[src/hdl/flappy_pkg.sv]
package flappy_pkg;

   // visible raster
   localparam int h_valid    = 640;
   localparam int v_valid    = 480;
   localparam int coord_w    = 10;
   localparam int ground_top = 352;  // first grass row
   localparam int death_y    = 420;  // bird below this row is dead

   // bird box and motion
   localparam int bird_w     = 32;
   localparam int bird_h     = 32;
   localparam int bird_x0    = 303;
   localparam int bird_y0    = 223;
   localparam int fall_step  = 2;    // rows per frame while falling
   localparam int steer_step = 5;

   // rise profile after a flap, one entry per frame
   localparam int rise_step [8] = '{20, 16, 12, 8, 6, 4, 2, 1};

   // pipes
   localparam int pipe_w      = 32;
   localparam int seg_h       = 32;
   localparam int head_h      = 16;
   localparam int gap_segs    = 6;   // opening height in segments
   localparam int pipe_step   = 2;
   localparam int pipe_wrap_x = 608;
   localparam int pipe1_x0    = 576;
   localparam int pipe2_x0    = 305;

   localparam int len_w       = 3;
   localparam int pipe1_len0  = 3;
   localparam int pipe2_len0  = 5;
   localparam int len_min     = 2;
   localparam int len_max     = 6;

   // score counter wraps
   localparam int score_w = 7;

   // game over banner
   localparam int over_x0 = 191;
   localparam int over_x1 = 446;
   localparam int over_y0 = 207;
   localparam int over_y1 = 270;

   // RGB565 palette
   localparam logic [15:0] col_sky       = 16'h4E19;
   localparam logic [15:0] col_ground    = 16'h8B20;
   localparam logic [15:0] col_pipe_body = 16'h07E0;
   localparam logic [15:0] col_pipe_head = 16'h03E0;
   localparam logic [15:0] col_bird_down = 16'hFFE0;
   localparam logic [15:0] col_bird_up   = 16'hFD20;  // wing raised
   localparam logic [15:0] col_over      = 16'hF800;

endpackage

[src/hdl/flight_ctrl.sv]
`timescale 1ns/10ps

module flight_ctrl (
   input  logic                           vga_clk,
   input  logic                           sys_rst_n,
   input  logic [flappy_pkg::coord_w-1:0] pix_x,
   input  logic [flappy_pkg::coord_w-1:0] pix_y,
   input  logic                           flap_n,
   input  logic                           left_n,
   input  logic                           right_n,
   input  logic                           run,
   input  logic                           bird_on,
   input  logic                           pipe_body_on,
   input  logic                           pipe_head_on,
   output logic [flappy_pkg::coord_w-1:0] bird_x,
   output logic [flappy_pkg::coord_w-1:0] bird_y,
   output logic [flappy_pkg::coord_w-1:0] pipe1_x,
   output logic [flappy_pkg::coord_w-1:0] pipe2_x,
   output logic [flappy_pkg::len_w-1:0]   pipe1_len,
   output logic [flappy_pkg::len_w-1:0]   pipe2_len,
   output logic                           wing_up,
   output logic                           game_over,
   output logic [flappy_pkg::score_w-1:0] score
);
   import flappy_pkg::*;

   logic               frame_tick;    // first pixel of the frame
   logic               advance;       // tick on which the world moves
   logic [3:0]         phase;         // 0..7 falling and 8..15 rising
   logic [3:0]         wing_cnt;
   logic               hit_pipe;
   logic               out_of_bounds;
   logic               pass_pipe;

   // pipe scrolls left and reappears at the right edge
   function automatic logic [coord_w-1:0] scroll_x(input logic [coord_w-1:0] x);
      if (x > coord_w'(pipe_step))
         return x - coord_w'(pipe_step);
      return coord_w'(pipe_wrap_x);
   endfunction

   // a new length is picked only when the pipe wraps
   function automatic logic [len_w-1:0] next_len(
      input logic [coord_w-1:0] x,
      input logic [len_w-1:0]   len
   );
      if (x > coord_w'(pipe_step))
         return len;
      if (len > len_w'(len_max))
         return len_w'(len_min);
      return len + len_w'(1);
   endfunction

   assign frame_tick = (pix_x == '0) && (pix_y == '0);
   assign advance    = frame_tick && run && !game_over;

   // vertical motion
   always_ff @(posedge vga_clk or negedge sys_rst_n) begin
      if (!sys_rst_n) begin
         phase  <= '0;
         bird_y <= coord_w'(bird_y0);
      end else if (advance) begin
         if (!phase[3]) begin
            bird_y <= bird_y + coord_w'(fall_step);
            if (!flap_n)
               phase <= 4'd8;  // start of the rise
            else if (phase != 4'd7)
               phase <= phase + 4'd1;
         end else begin
            bird_y <= bird_y - coord_w'(rise_step[phase[2:0]]);
            phase  <= phase + 4'd1;  // 15 rolls back into the fall
         end
      end
   end

   // left key wins over the right key
   always_ff @(posedge vga_clk or negedge sys_rst_n) begin
      if (!sys_rst_n) begin
         bird_x <= coord_w'(bird_x0);
      end else if (advance) begin
         if (!left_n)
            bird_x <= bird_x - coord_w'(steer_step);
         else if (!right_n)
            bird_x <= bird_x + coord_w'(steer_step);
      end
   end

   always_ff @(posedge vga_clk or negedge sys_rst_n) begin
      if (!sys_rst_n) begin
         pipe1_x   <= coord_w'(pipe1_x0);
         pipe2_x   <= coord_w'(pipe2_x0);
         pipe1_len <= len_w'(pipe1_len0);
         pipe2_len <= len_w'(pipe2_len0);
      end else if (advance) begin
         pipe1_x   <= scroll_x(pipe1_x);
         pipe2_x   <= scroll_x(pipe2_x);
         pipe1_len <= next_len(pipe1_x, pipe1_len);
         pipe2_len <= next_len(pipe2_x, pipe2_len);
      end
   end

   // wing flaps on its own even while paused
   always_ff @(posedge vga_clk or negedge sys_rst_n) begin
      if (!sys_rst_n)
         wing_cnt <= '0;
      else if (frame_tick)
         wing_cnt <= wing_cnt + 4'd1;
   end

   assign wing_up = wing_cnt[3];

   // bird column lines up with a pipe edge on an even or odd step
   assign pass_pipe = (bird_x == pipe1_x) || (bird_x == pipe1_x - coord_w'(1)) ||
                      (bird_x == pipe2_x) || (bird_x == pipe2_x - coord_w'(1));

   always_ff @(posedge vga_clk or negedge sys_rst_n) begin
      if (!sys_rst_n)
         score <= '0;
      else if (frame_tick && pass_pipe && !game_over)
         score <= score + score_w'(1);
   end

   assign hit_pipe      = bird_on && (pipe_body_on || pipe_head_on);
   assign out_of_bounds = (bird_y > coord_w'(death_y)) || (bird_x > coord_w'(h_valid));

   // sticky until reset
   always_ff @(posedge vga_clk or negedge sys_rst_n) begin
      if (!sys_rst_n)
         game_over <= 1'b0;
      else if (hit_pipe || out_of_bounds)
         game_over <= 1'b1;
   end

endmodule

[src/hdl/layer_hit.sv]
`timescale 1ns/10ps

module layer_hit (
   input  logic                           vga_clk,
   input  logic                           sys_rst_n,
   input  logic [flappy_pkg::coord_w-1:0] pix_x,
   input  logic [flappy_pkg::coord_w-1:0] pix_y,
   input  logic [flappy_pkg::coord_w-1:0] bird_x,
   input  logic [flappy_pkg::coord_w-1:0] bird_y,
   input  logic [flappy_pkg::coord_w-1:0] pipe1_x,
   input  logic [flappy_pkg::coord_w-1:0] pipe2_x,
   input  logic [flappy_pkg::len_w-1:0]   pipe1_len,
   input  logic [flappy_pkg::len_w-1:0]   pipe2_len,
   output logic                           bird_on,
   output logic                           pipe_body_on,
   output logic                           pipe_head_on,
   output logic                           over_on,
   output logic                           ground_on
);
   import flappy_pkg::*;

   logic       bird_hit;
   logic [1:0] pipe1_hit;   // {body, head}
   logic [1:0] pipe2_hit;
   logic       over_hit;
   logic       ground_hit;

   // body above and below the opening with a head cap on each side of the gap
   function automatic logic [1:0] pipe_decode(
      input logic [coord_w-1:0] px,
      input logic [coord_w-1:0] py,
      input logic [coord_w-1:0] x,
      input logic [len_w-1:0]   len
   );
      int  col;
      int  row;
      int  top_end;   // first row below the upper body
      int  gap_end;   // first row of the lower body
      logic in_col;
      logic body;
      logic head;
      col     = int'(px);
      row     = int'(py);
      top_end = seg_h * int'(len);
      gap_end = seg_h * (int'(len) + gap_segs);
      in_col  = (col >= int'(x)) && (col < int'(x) + pipe_w);
      body    = (row < top_end) || ((row >= gap_end) && (row < v_valid));
      head    = ((row >= top_end) && (row < top_end + head_h)) ||
                ((row >= gap_end - head_h) && (row < gap_end));
      return {in_col && body, in_col && head};
   endfunction

   always_comb begin
      bird_hit = (int'(pix_x) >= int'(bird_x)) && (int'(pix_x) < int'(bird_x) + bird_w) &&
                 (int'(pix_y) >= int'(bird_y)) && (int'(pix_y) < int'(bird_y) + bird_h);
      pipe1_hit = pipe_decode(pix_x, pix_y, pipe1_x, pipe1_len);
      pipe2_hit = pipe_decode(pix_x, pix_y, pipe2_x, pipe2_len);
      over_hit  = (pix_x >= coord_w'(over_x0)) && (pix_x <= coord_w'(over_x1)) &&
                  (pix_y >= coord_w'(over_y0)) && (pix_y <= coord_w'(over_y1));
      ground_hit = (pix_y >= coord_w'(ground_top)) && (pix_y < coord_w'(v_valid));
   end

   // flags line up with the next cycle
   always_ff @(posedge vga_clk or negedge sys_rst_n) begin
      if (!sys_rst_n) begin
         bird_on      <= 1'b0;
         pipe_body_on <= 1'b0;
         pipe_head_on <= 1'b0;
         over_on      <= 1'b0;
         ground_on    <= 1'b0;
      end else begin
         bird_on      <= bird_hit;
         pipe_body_on <= pipe1_hit[1] || pipe2_hit[1];
         pipe_head_on <= pipe1_hit[0] || pipe2_hit[0];
         over_on      <= over_hit;
         ground_on    <= ground_hit;
      end
   end

endmodule

[src/hdl/pixel_mux.sv]
`timescale 1ns/10ps

module pixel_mux (
   input  logic        bird_on,
   input  logic        pipe_body_on,
   input  logic        pipe_head_on,
   input  logic        over_on,
   input  logic        ground_on,
   input  logic        wing_up,
   input  logic        game_over,
   output logic [15:0] pix_data
);
   import flappy_pkg::*;

   logic [15:0] bird_col;

   // solid box colour follows the wing phase
   assign bird_col = wing_up ? col_bird_up : col_bird_down;

   // highest layer first
   always_comb begin
      if (game_over && over_on)
         pix_data = col_over;        // banner only after the crash
      else if (pipe_head_on)
         pix_data = col_pipe_head;
      else if (pipe_body_on)
         pix_data = col_pipe_body;
      else if (bird_on)
         pix_data = bird_col;
      else if (ground_on)
         pix_data = col_ground;
      else
         pix_data = col_sky;         // nothing else covers it
   end

endmodule

[src/hdl/flappy_top.sv]
`timescale 1ns/10ps

module flappy_top (
   input  logic                           vga_clk,
   input  logic                           sys_rst_n,
   input  logic [flappy_pkg::coord_w-1:0] pix_x,
   input  logic [flappy_pkg::coord_w-1:0] pix_y,
   input  logic                           flap_n,
   input  logic                           left_n,
   input  logic                           right_n,
   input  logic                           run,
   output logic [15:0]                    pix_data,
   output logic [flappy_pkg::score_w-1:0] score,
   output logic                           game_over
);
   import flappy_pkg::*;

   // game state to decode stage
   logic [coord_w-1:0] bird_x;
   logic [coord_w-1:0] bird_y;
   logic [coord_w-1:0] pipe1_x;
   logic [coord_w-1:0] pipe2_x;
   logic [len_w-1:0]   pipe1_len;
   logic [len_w-1:0]   pipe2_len;
   logic               wing_up;

   // registered layer flags
   logic bird_on;
   logic pipe_body_on;
   logic pipe_head_on;
   logic over_on;
   logic ground_on;

   flight_ctrl u_flight_ctrl (
      .vga_clk      (vga_clk),
      .sys_rst_n    (sys_rst_n),
      .pix_x        (pix_x),
      .pix_y        (pix_y),
      .flap_n       (flap_n),
      .left_n       (left_n),
      .right_n      (right_n),
      .run          (run),
      .bird_on      (bird_on),
      .pipe_body_on (pipe_body_on),
      .pipe_head_on (pipe_head_on),
      .bird_x       (bird_x),
      .bird_y       (bird_y),
      .pipe1_x      (pipe1_x),
      .pipe2_x      (pipe2_x),
      .pipe1_len    (pipe1_len),
      .pipe2_len    (pipe2_len),
      .wing_up      (wing_up),
      .game_over    (game_over),
      .score        (score)
   );

   layer_hit u_layer_hit (
      .vga_clk      (vga_clk),
      .sys_rst_n    (sys_rst_n),
      .pix_x        (pix_x),
      .pix_y        (pix_y),
      .bird_x       (bird_x),
      .bird_y       (bird_y),
      .pipe1_x      (pipe1_x),
      .pipe2_x      (pipe2_x),
      .pipe1_len    (pipe1_len),
      .pipe2_len    (pipe2_len),
      .bird_on      (bird_on),
      .pipe_body_on (pipe_body_on),
      .pipe_head_on (pipe_head_on),
      .over_on      (over_on),
      .ground_on    (ground_on)
   );

   pixel_mux u_pixel_mux (
      .bird_on      (bird_on),
      .pipe_body_on (pipe_body_on),
      .pipe_head_on (pipe_head_on),
      .over_on      (over_on),
      .ground_on    (ground_on),
      .wing_up      (wing_up),
      .game_over    (game_over),
      .pix_data     (pix_data)
   );

endmodule

[config.mk]
export PLATFORM = sky130hd
export DESIGN_NAME = flappy_top
export DESIGN_NICKNAME = d
export VERILOG_FILES = /design/src/hdl/flappy_pkg.sv /design/src/hdl/flight_ctrl.sv /design/src/hdl/layer_hit.sv /design/src/hdl/pixel_mux.sv /design/src/hdl/flappy_top.sv
export SDC_FILE = /design/constraint.sdc
export NUM_CORES = 1
export LEC_CHECK = 0
export ABC_AREA = 1
export CAP_MARGIN = 15
export CORE_AREA = 2 2 164 166
export CTS_BUF_LIST = sky130_fd_sc_hd__clkbuf_2 sky130_fd_sc_hd__clkbuf_4 sky130_fd_sc_hd__clkbuf_8
export DETAILED_ROUTE_END_ITERATION = 7
export DIE_AREA = 0 0 166 168
export DONT_BUFFER_PORTS = 1
export SYNTH_ARGS = -nofsm -noshare
export SYNTH_HDL_FRONTEND = slang
export SYNTH_SLANG_ARGS = --single-unit
[constraint.sdc]
create_clock -name vga_clk -period 2.05 [get_ports vga_clk]
set_clock_uncertainty 0.1 [all_clocks]
set_input_delay 0.41 -clock vga_clk [delete_from_list [all_inputs] [get_ports vga_clk]]
set_output_delay 0.41 -clock vga_clk [all_outputs]
set_load 0.005 [all_outputs]
==> results of run 1 <==
[per-stage QoR]
step | setup slack (ns) | TNS [ns] | utilization [%] | area [um^2] | total power [uW]
floorplan | -0.122 | -0.256 | - | 7910 | 1620
global route | -0.361 | -3.04 | 38.8 | 10200 | 3450
CTS | -0.150 | -0.795 | 37.7 | 9930 | 3330
detailed placement | -0.213 | -2.74 | 35.6 | 9370 | 1680
finish | -0.176 | -0.871 | 38.8 | 10200 | 3310
global placement | -0.176 | -1.79 | 35.6 | 9370 | 1670
[timing repair]
action	4_1_cts	5_1_grt
hold buffers	2	0
hold endpoints to repair	66	0
gates resized for setup	45	82
pin swaps	32	46
buffers inserted	8	6
endpoints found under the setup margin	20	31
[cell usage in the layout, fill, tap and decap left out, types with 11 or more instances in the layout]
master / instances
ha_1: 105
dfrtp_1: 39
nor2_1: 83
buf_4: 154
dfstp_2: 23
inv_2: 28
nand2_1: 259
o21ai_1: 20
a21oi_2: 12
xnor2_1: 21
inv_1: 89
nand4_1: 27
xor2_1: 39
nor3_1: 11
a21oi_1: 57
ha_4: 21
nand2_2: 23
nor2_2: 15
nand3_1: 72
o21ai_0: 51
[worst register-to-register path, delay by kind of cell, from the launching register on]
kind                     cells  cell delay (ns)
adder cells (fa/ha/maj)      4             0.84
flip-flops                   1             0.44
AND/OR/NAND/NOR              5             0.39
buffers and inverters        3             0.26
AO/OA/AOI/OAI                1             0.12
[worst paths after layout]
| check | to | slack, ns | depth (start not counted) |
|---|---|---|---|
| hold reg to reg | u_flight_ctrl.wing_cnt[2]$_DFFE_PN0P_ | 0.39 | 1 |
| max in group asynchronous | u_flight_ctrl.bird_y[7]$_DFFE_PN1P_ | 1.01 | 2 |
| hold / removal | u_layer_hit.over_on$_DFF_PN0_ | 0.11 | 2 |
| setup / recovery | u_flight_ctrl.bird_y[4]$_DFFE_PN1P_ | -0.18 | 13 |
| setup reg to reg | u_flight_ctrl.bird_y[4]$_DFFE_PN1P_ | -0.18 | 13 |
| min in group asynchronous | u_flight_ctrl.score[0]$_DFFE_PN0P_ | 0.49 | 2 |
[sequential cells by signal, summed over array words and instances, names as in the netlist, 3 cells and up]
name,flops
u_flight_ctrl.bird_x,10
u_flight_ctrl.bird_y,10
u_flight_ctrl.pipe2_x,10
u_flight_ctrl.pipe1_x,9
u_flight_ctrl.score,7
u_flight_ctrl.phase,4
u_flight_ctrl.wing_cnt,4
u_flight_ctrl.pipe1_len,3
u_flight_ctrl.pipe2_len,3
[layer usage]
metal	vias to the layer above	part of all wire, %
li1	4015	-
met1	3654	46
met2	141	48
met3	24	4.3
met4	0	1.7
met5	-	0
[layout make-up]
type / count / area, um^2
multi-input cells: 900 / 6070
flip-flops and latches: 66 / 1690
well taps: 341 / 427
repair buffers: 162 / 1300
clock buffers: 10 / 138
fillers: 2695 / 16100
clock inverters: 6 / 136
inverters: 121 / 463
[logic make-up (layout without fill, tap and decap cells)]
kind of cell | count (synthesis) | in the layout | share of synthesized area, %
flip-flops | 66 | 66 | 21.7
multiplexers | 1 | 1 | 0.145
other | 1 | 2 | 0.0484
adder cells (fa/ha/maj) | 132 | 132 | 21.5
AND/OR/NAND/NOR | 526 | 526 | 29.7
buffers and inverters | 145 | 299 | 7.55
XOR/XNOR | 60 | 60 | 6.78
AO/OA/AOI/OAI | 179 | 179 | 12.7
[report_power, final]
part | total [uW] | internal, uW | switching, uW
logic | 409 | 174 | 235
registers | 1310 | 1310 | 3.26
clock network | 1590 | 969 | 618
total | 3310 | 2450 | 856
==> run summary, run 1 <==
Slowest cell delay on critical path - 0.44 ns
Max frequency - 449 MHz
GR Util All Layers - 16.9%
GRT busiest layer - met2
Number of H-tree levels - 3
HP Start - pix_x[8]
Crit path time final - 2.23 ns
Core Box Area - 26,400 um^2
Ports - 50
Post-synth ARST share - 100%
Vias in the first global route - 7,536
Antenna diodes - 0
Clk slew on worst S/H paths - 0.08 ns
Area contributors post-synth - ha_1, dfrtp_1, nand2_1, dfstp_2, inv_1
Fin crit share - 109%
Crit Path Class - flip-flop to flip-flop
Leak - 0.00484 uW
Max-Cap Viols - 0
GRT overflow - 0
Crit. Startpoint - u_flight_ctrl.phase[1]$_DFFE_PN0P_
DIE AREA - 27,900 um^2
PnR worst setup slack - -0.176 ns
Buffers on Ports - 0
Vias after detailed routing - 7,834
Post-placement cell count - 1,576
Drt wl/cell - 14.8 um
Total iterations of the first detailed-routing run - 5
Hold Crit Class - input pin to flip-flop
Met1 usage - 21.6%
Post-synth top area share - 21.0%
Std cell rows - 60
DRC - 0
Initial Util - 29.4%
Clock latency on the worst-skew pair - 0.38 ns
Startpoint types - flip-flop
CTS sink count - 66
Cells after Synth - 1,110
Distinct cells, synth - 47
Max FO, Critical Path - 5
Syn Area/Cell - 6.99 um^2
Setup-failing EPs final - 9
Critical-path top delay cell - dfrtp_2
Mapped cell area - 7750 um^2
Fin. max-slew vios - 0
WP buf/inv - 3
CTS buffer count - 9
FF+latch count, synth - 66
Number of flops mapped to enable cells by yosys - 0
Min Hold Slack - 0.105 ns
Warnings, synthesis - 0
Die X - 166 um
Die Y - 168 um
Longest Clk Path Bufs - 2
Worst EP arrival - 2.43 ns
Initial antenna violation count - 0
Met2 usage - 29.1%
Layout cell share with drive strength beyond 1 - 27.4%
Final nets - 1,418
Worst EP required - 2.26 ns
RSZ-0062 raised after global routing - true
Vias per cell - 4.88
Cell taking the most area after synthesis - ha_1
Non-filler cells, final - 1,606
Top FF cell, synth - dfrtp_1
Maximum VDD drop - 302 uV
Reg-to-Reg Start - u_flight_ctrl.phase[1]$_DFFE_PN0P_
Final Hold Viols - 0
Final wirelength - 23,700 um
Post-synth top cells - nand2_1, ha_1, inv_1, nor2_1, nand3_1
CTS tree - yes
Failing checks - setup timing
Status - finished, violations left
RD Place Congestion - 0.884
Top Family by Delay on Critical Path - adder cells
Register area share after synthesis - 21.7%
M3 GR Usage - 3.29%
First-pass GRT wire length - 38,300 um
Layout area overhead - 31.7%
CP endpoint kind - flip-flop
1st-iter DRT viols - 478
Pin count of the biggest net entering global routing - 67
Cell with the most instances after synthesis - nand2_1
Power Density - 324 nW/um^2
Dpl hpwl - 18,400 um
DRT antenna net count - 0
Root Driver - clkbuf_8
CP Cell Sequence - ha_2, ha_4, ha_4, fa_2, inv_2, nand3_2, nand2_2, buf_4, buf_6, nor2_1, nor2_1, nor3_2, a21oi_1
Note: power is estimated with default switching activity, not from simulation.
==> run 2, diff against run 1 <==
--- a/config.mk
+++ b/config.mk
@@ -7,11 +7,14 @@
 export LEC_CHECK = 0
 export ABC_AREA = 1
 export CAP_MARGIN = 15
+export CELL_PAD_IN_SITES_DETAIL_PLACEMENT = 1
+export CELL_PAD_IN_SITES_GLOBAL_PLACEMENT = 1
 export CORE_AREA = 2 2 164 166
 export CTS_BUF_LIST = sky130_fd_sc_hd__clkbuf_2 sky130_fd_sc_hd__clkbuf_4 sky130_fd_sc_hd__clkbuf_8
 export DETAILED_ROUTE_END_ITERATION = 7
 export DIE_AREA = 0 0 166 168
 export DONT_BUFFER_PORTS = 1
+export PLACE_DENSITY_LB_ADDON = 0.1
 export SYNTH_ARGS = -nofsm -noshare
 export SYNTH_HDL_FRONTEND = slang
 export SYNTH_SLANG_ARGS = --single-unit
==> constraint.sdc (replaced) <==
create_clock -name vga_clk -period 1.85 [get_ports vga_clk]
set_clock_uncertainty 0.1 [all_clocks]
set_input_delay 0.37 -clock vga_clk [delete_from_list [all_inputs] [get_ports vga_clk]]
set_output_delay 0.37 -clock vga_clk [all_outputs]
set_load 0.005 [all_outputs]
==> run 2 against run 1 <==
  * The flow finishes with violations (hold timing, setup timing)
  * Global-route usage grew 4.5 points
  * Non-clock buffer count rose by 109
  * Worst hold slack worse by 0.53 ns
  * Cell count up 6.8%
  * Worst setup slack worse by 0.24 ns
  * Critical endpoint is now u_flight_ctrl.bird_y[6]$_DFFE_PN1P_
==> run summary, run 2 (synthesis gave the netlist of run 1 again) <==
First-pass GRT wire length - 47,600 um
Max-Cap Viols - 0
DRC - 0
Vias per cell - 4.89
1st-iter DRT viols - 325
RSZ-0062 raised after global routing - true
Commonest non-fill, non-tap cell in the layout - nand2_1
Fin crit share - 122%
WP buf/inv - 1
Startpoint types - flip-flop
Crit path time final - 2.27 ns
Fin. max-slew vios - 0
DIE AREA - 27,900 um^2
Setup-failing EPs final - 24
DRT antenna net count - 0
Max FO, Critical Path - 5
Overall power - 3220 uW
Final Hold Viols - 66
Drt wl/cell - 17.2 um
CTS tree - yes
Cells on worst reg2reg path - 14
Clock latency on the worst-skew pair - 0.38 ns
CP Cell Sequence - ha_4, ha_4, ha_4, fa_2, inv_2, nand3_2, nand2_2, nand2_2, nand2_2, xor2_1, nand2_1, o21ai_1, nand2_1, o21ai_1
Longest Clk Path Bufs - 2
Crit Path Class - flip-flop to flip-flop
CTS buffer count - 9
Commonest non-fill, non-tap cells in the layout - nand2_1, buf_4, ha_1
RD Place Congestion - 0.817
Setup TNS - -4.80 ns
Maximum VDD drop - 216 uV
Status - finished, violations left
CP endpoint kind - flip-flop
Placed Area - 10,200 um^2
Crit. Startpoint - u_flight_ctrl.phase[1]$_DFFE_PN0P_
Die Y - 168 um
Total iterations of the first detailed-routing run - 4
Cell depth of the worst setup path - 14
Power Density - 278 nW/um^2
Dpl hpwl - 23,000 um
Post-placement cell count - 1,666
GRT overflow - 0
Critical-path top delay cell - dfrtp_2
Failing checks - hold timing, setup timing
Core Box Area - 26,400 um^2
Biggest registers after layout - u_flight_ctrl.bird_x: 10 flops, u_flight_ctrl.bird_y: 10 flops, u_flight_ctrl.pipe2_x: 10 flops
Fillers - 3,244
Pin count of the biggest net entering global routing - 67
Clk slew on worst S/H paths - 0.09 ns
Top Family by Delay on Critical Path - adder cells
Worst EP required - 2.07 ns
Buffers on Ports - 0
Reg-to-Reg Start - u_flight_ctrl.phase[1]$_DFFE_PN0P_
CP endpoint - u_flight_ctrl.bird_y[6]$_DFFE_PN1P_
Non-filler cells, final - 1,715
Number of H-tree levels - 3
Antenna diodes - 0
Vias after detailed routing - 8,390
Min Hold Slack - -0.425 ns
Initial Util - 29.4%
PnR worst setup slack - -0.416 ns
Worst R2R End - u_flight_ctrl.bird_y[6]$_DFFE_PN1P_
Leak - 0.00546 uW
Layout area overhead - 49.5%
Root Driver - clkbuf_8
Hold Crit Class - input pin to asynchronous set/reset pin
Final wirelength - 29,400 um
CTS sink count - 66
R2r setup slk - -0.42 ns
Std cell rows - 60
Die X - 166 um
Vias in the first global route - 8,864
Ports - 50
Final nets - 1,527
Slowest cell delay on critical path - 0.48 ns
Max frequency - 441 MHz
Design area - 11,600 um^2
GR Util All Layers - 21.4%
Worst EP arrival - 2.48 ns
Initial antenna violation count - 0
Layout cell share with drive strength beyond 1 - 39.7%
[run 2: changes by cell type in the layout (fill, tap and decap cells not counted), moves of 11 or more]
cell,before,now
nand3_2,4,17
a21oi_2,12,23
buf_4,154,243
o21ai_1,20,39
ha_1,105,89
nand3_1,72,59
nand2_1,259,248
o21ai_0,51,23
ha_4,21,39
a21oi_1,57,44
buf_6,2,24
[run 2: stage by stage]
| stage | util [%] | hold slack, ns | setup WS, ns |
|---|---|---|---|
| detailed placement | 38.6 | -0.0207 | -0.411 |
| finish | 44.0 | -0.425 | -0.416 |
| global route | 44.0 | -0.440 | -0.553 |
| global placement | 38.6 | -0.0216 | -0.383 |
| CTS | 42.1 | -0.447 | -0.399 |
| floorplan | - | -0.0256 | -0.322 |
[run 2: per-layer routing]
metal / GRT usage, % / routed length (um)
met5: 0 / 0
met4: 5.56 / 441
met3: 1.97 / 643
met2: 37.0 / 14200
met1: 28.8 / 14200
[run 2: where the power goes]
| part | total, uW | internal (uW) | switching, uW |
|---|---|---|---|
| Combinational | 539 | 261 | 279 |
| Sequential | 1460 | 1450 | 6.14 |
| Clock | 1220 | 545 | 678 |
| Total | 3220 | 2250 | 963 |
[run 2: how the worst min path moves through the flow]
stage	end	slack (ns)
floorplan	u_flight_ctrl.bird_x[4]$_DFFE_PN0P_	-0.03
global route	u_flight_ctrl.score[5]$_DFFE_PN0P_	-0.44
CTS	u_flight_ctrl.score[5]$_DFFE_PN0P_	-0.45
finish	u_flight_ctrl.score[5]$_DFFE_PN0P_	-0.43
global placement	u_flight_ctrl.pipe2_len[1]$_DFFE_PN0P_	-0.02
detailed placement	u_flight_ctrl.pipe2_len[1]$_DFFE_PN0P_	-0.02
[run 2: timing repair]
item                                    4_1_cts  5_1_grt
endpoints found under the setup margin       54       59
resized for setup                           160      101
buffers inserted                             19       19
endpoints found under the hold margin        66       66
gates cloned                                  0        0
pin swaps                                    85       78
[run 2: cell type report]
class | count | area, um^2 | area share (%)
inverters | 121 | 484 | 4.18
clock buffers | 13 | 154 | 1.33
repair buffers | 271 | 2170 | 18.8
flip-flops and latches | 66 | 1690 | 14.6
clock inverters | 3 | 17.5 | 0.151
multi-input cells | 900 | 6650 | 57.3
well taps | 341 | 427 | 3.68
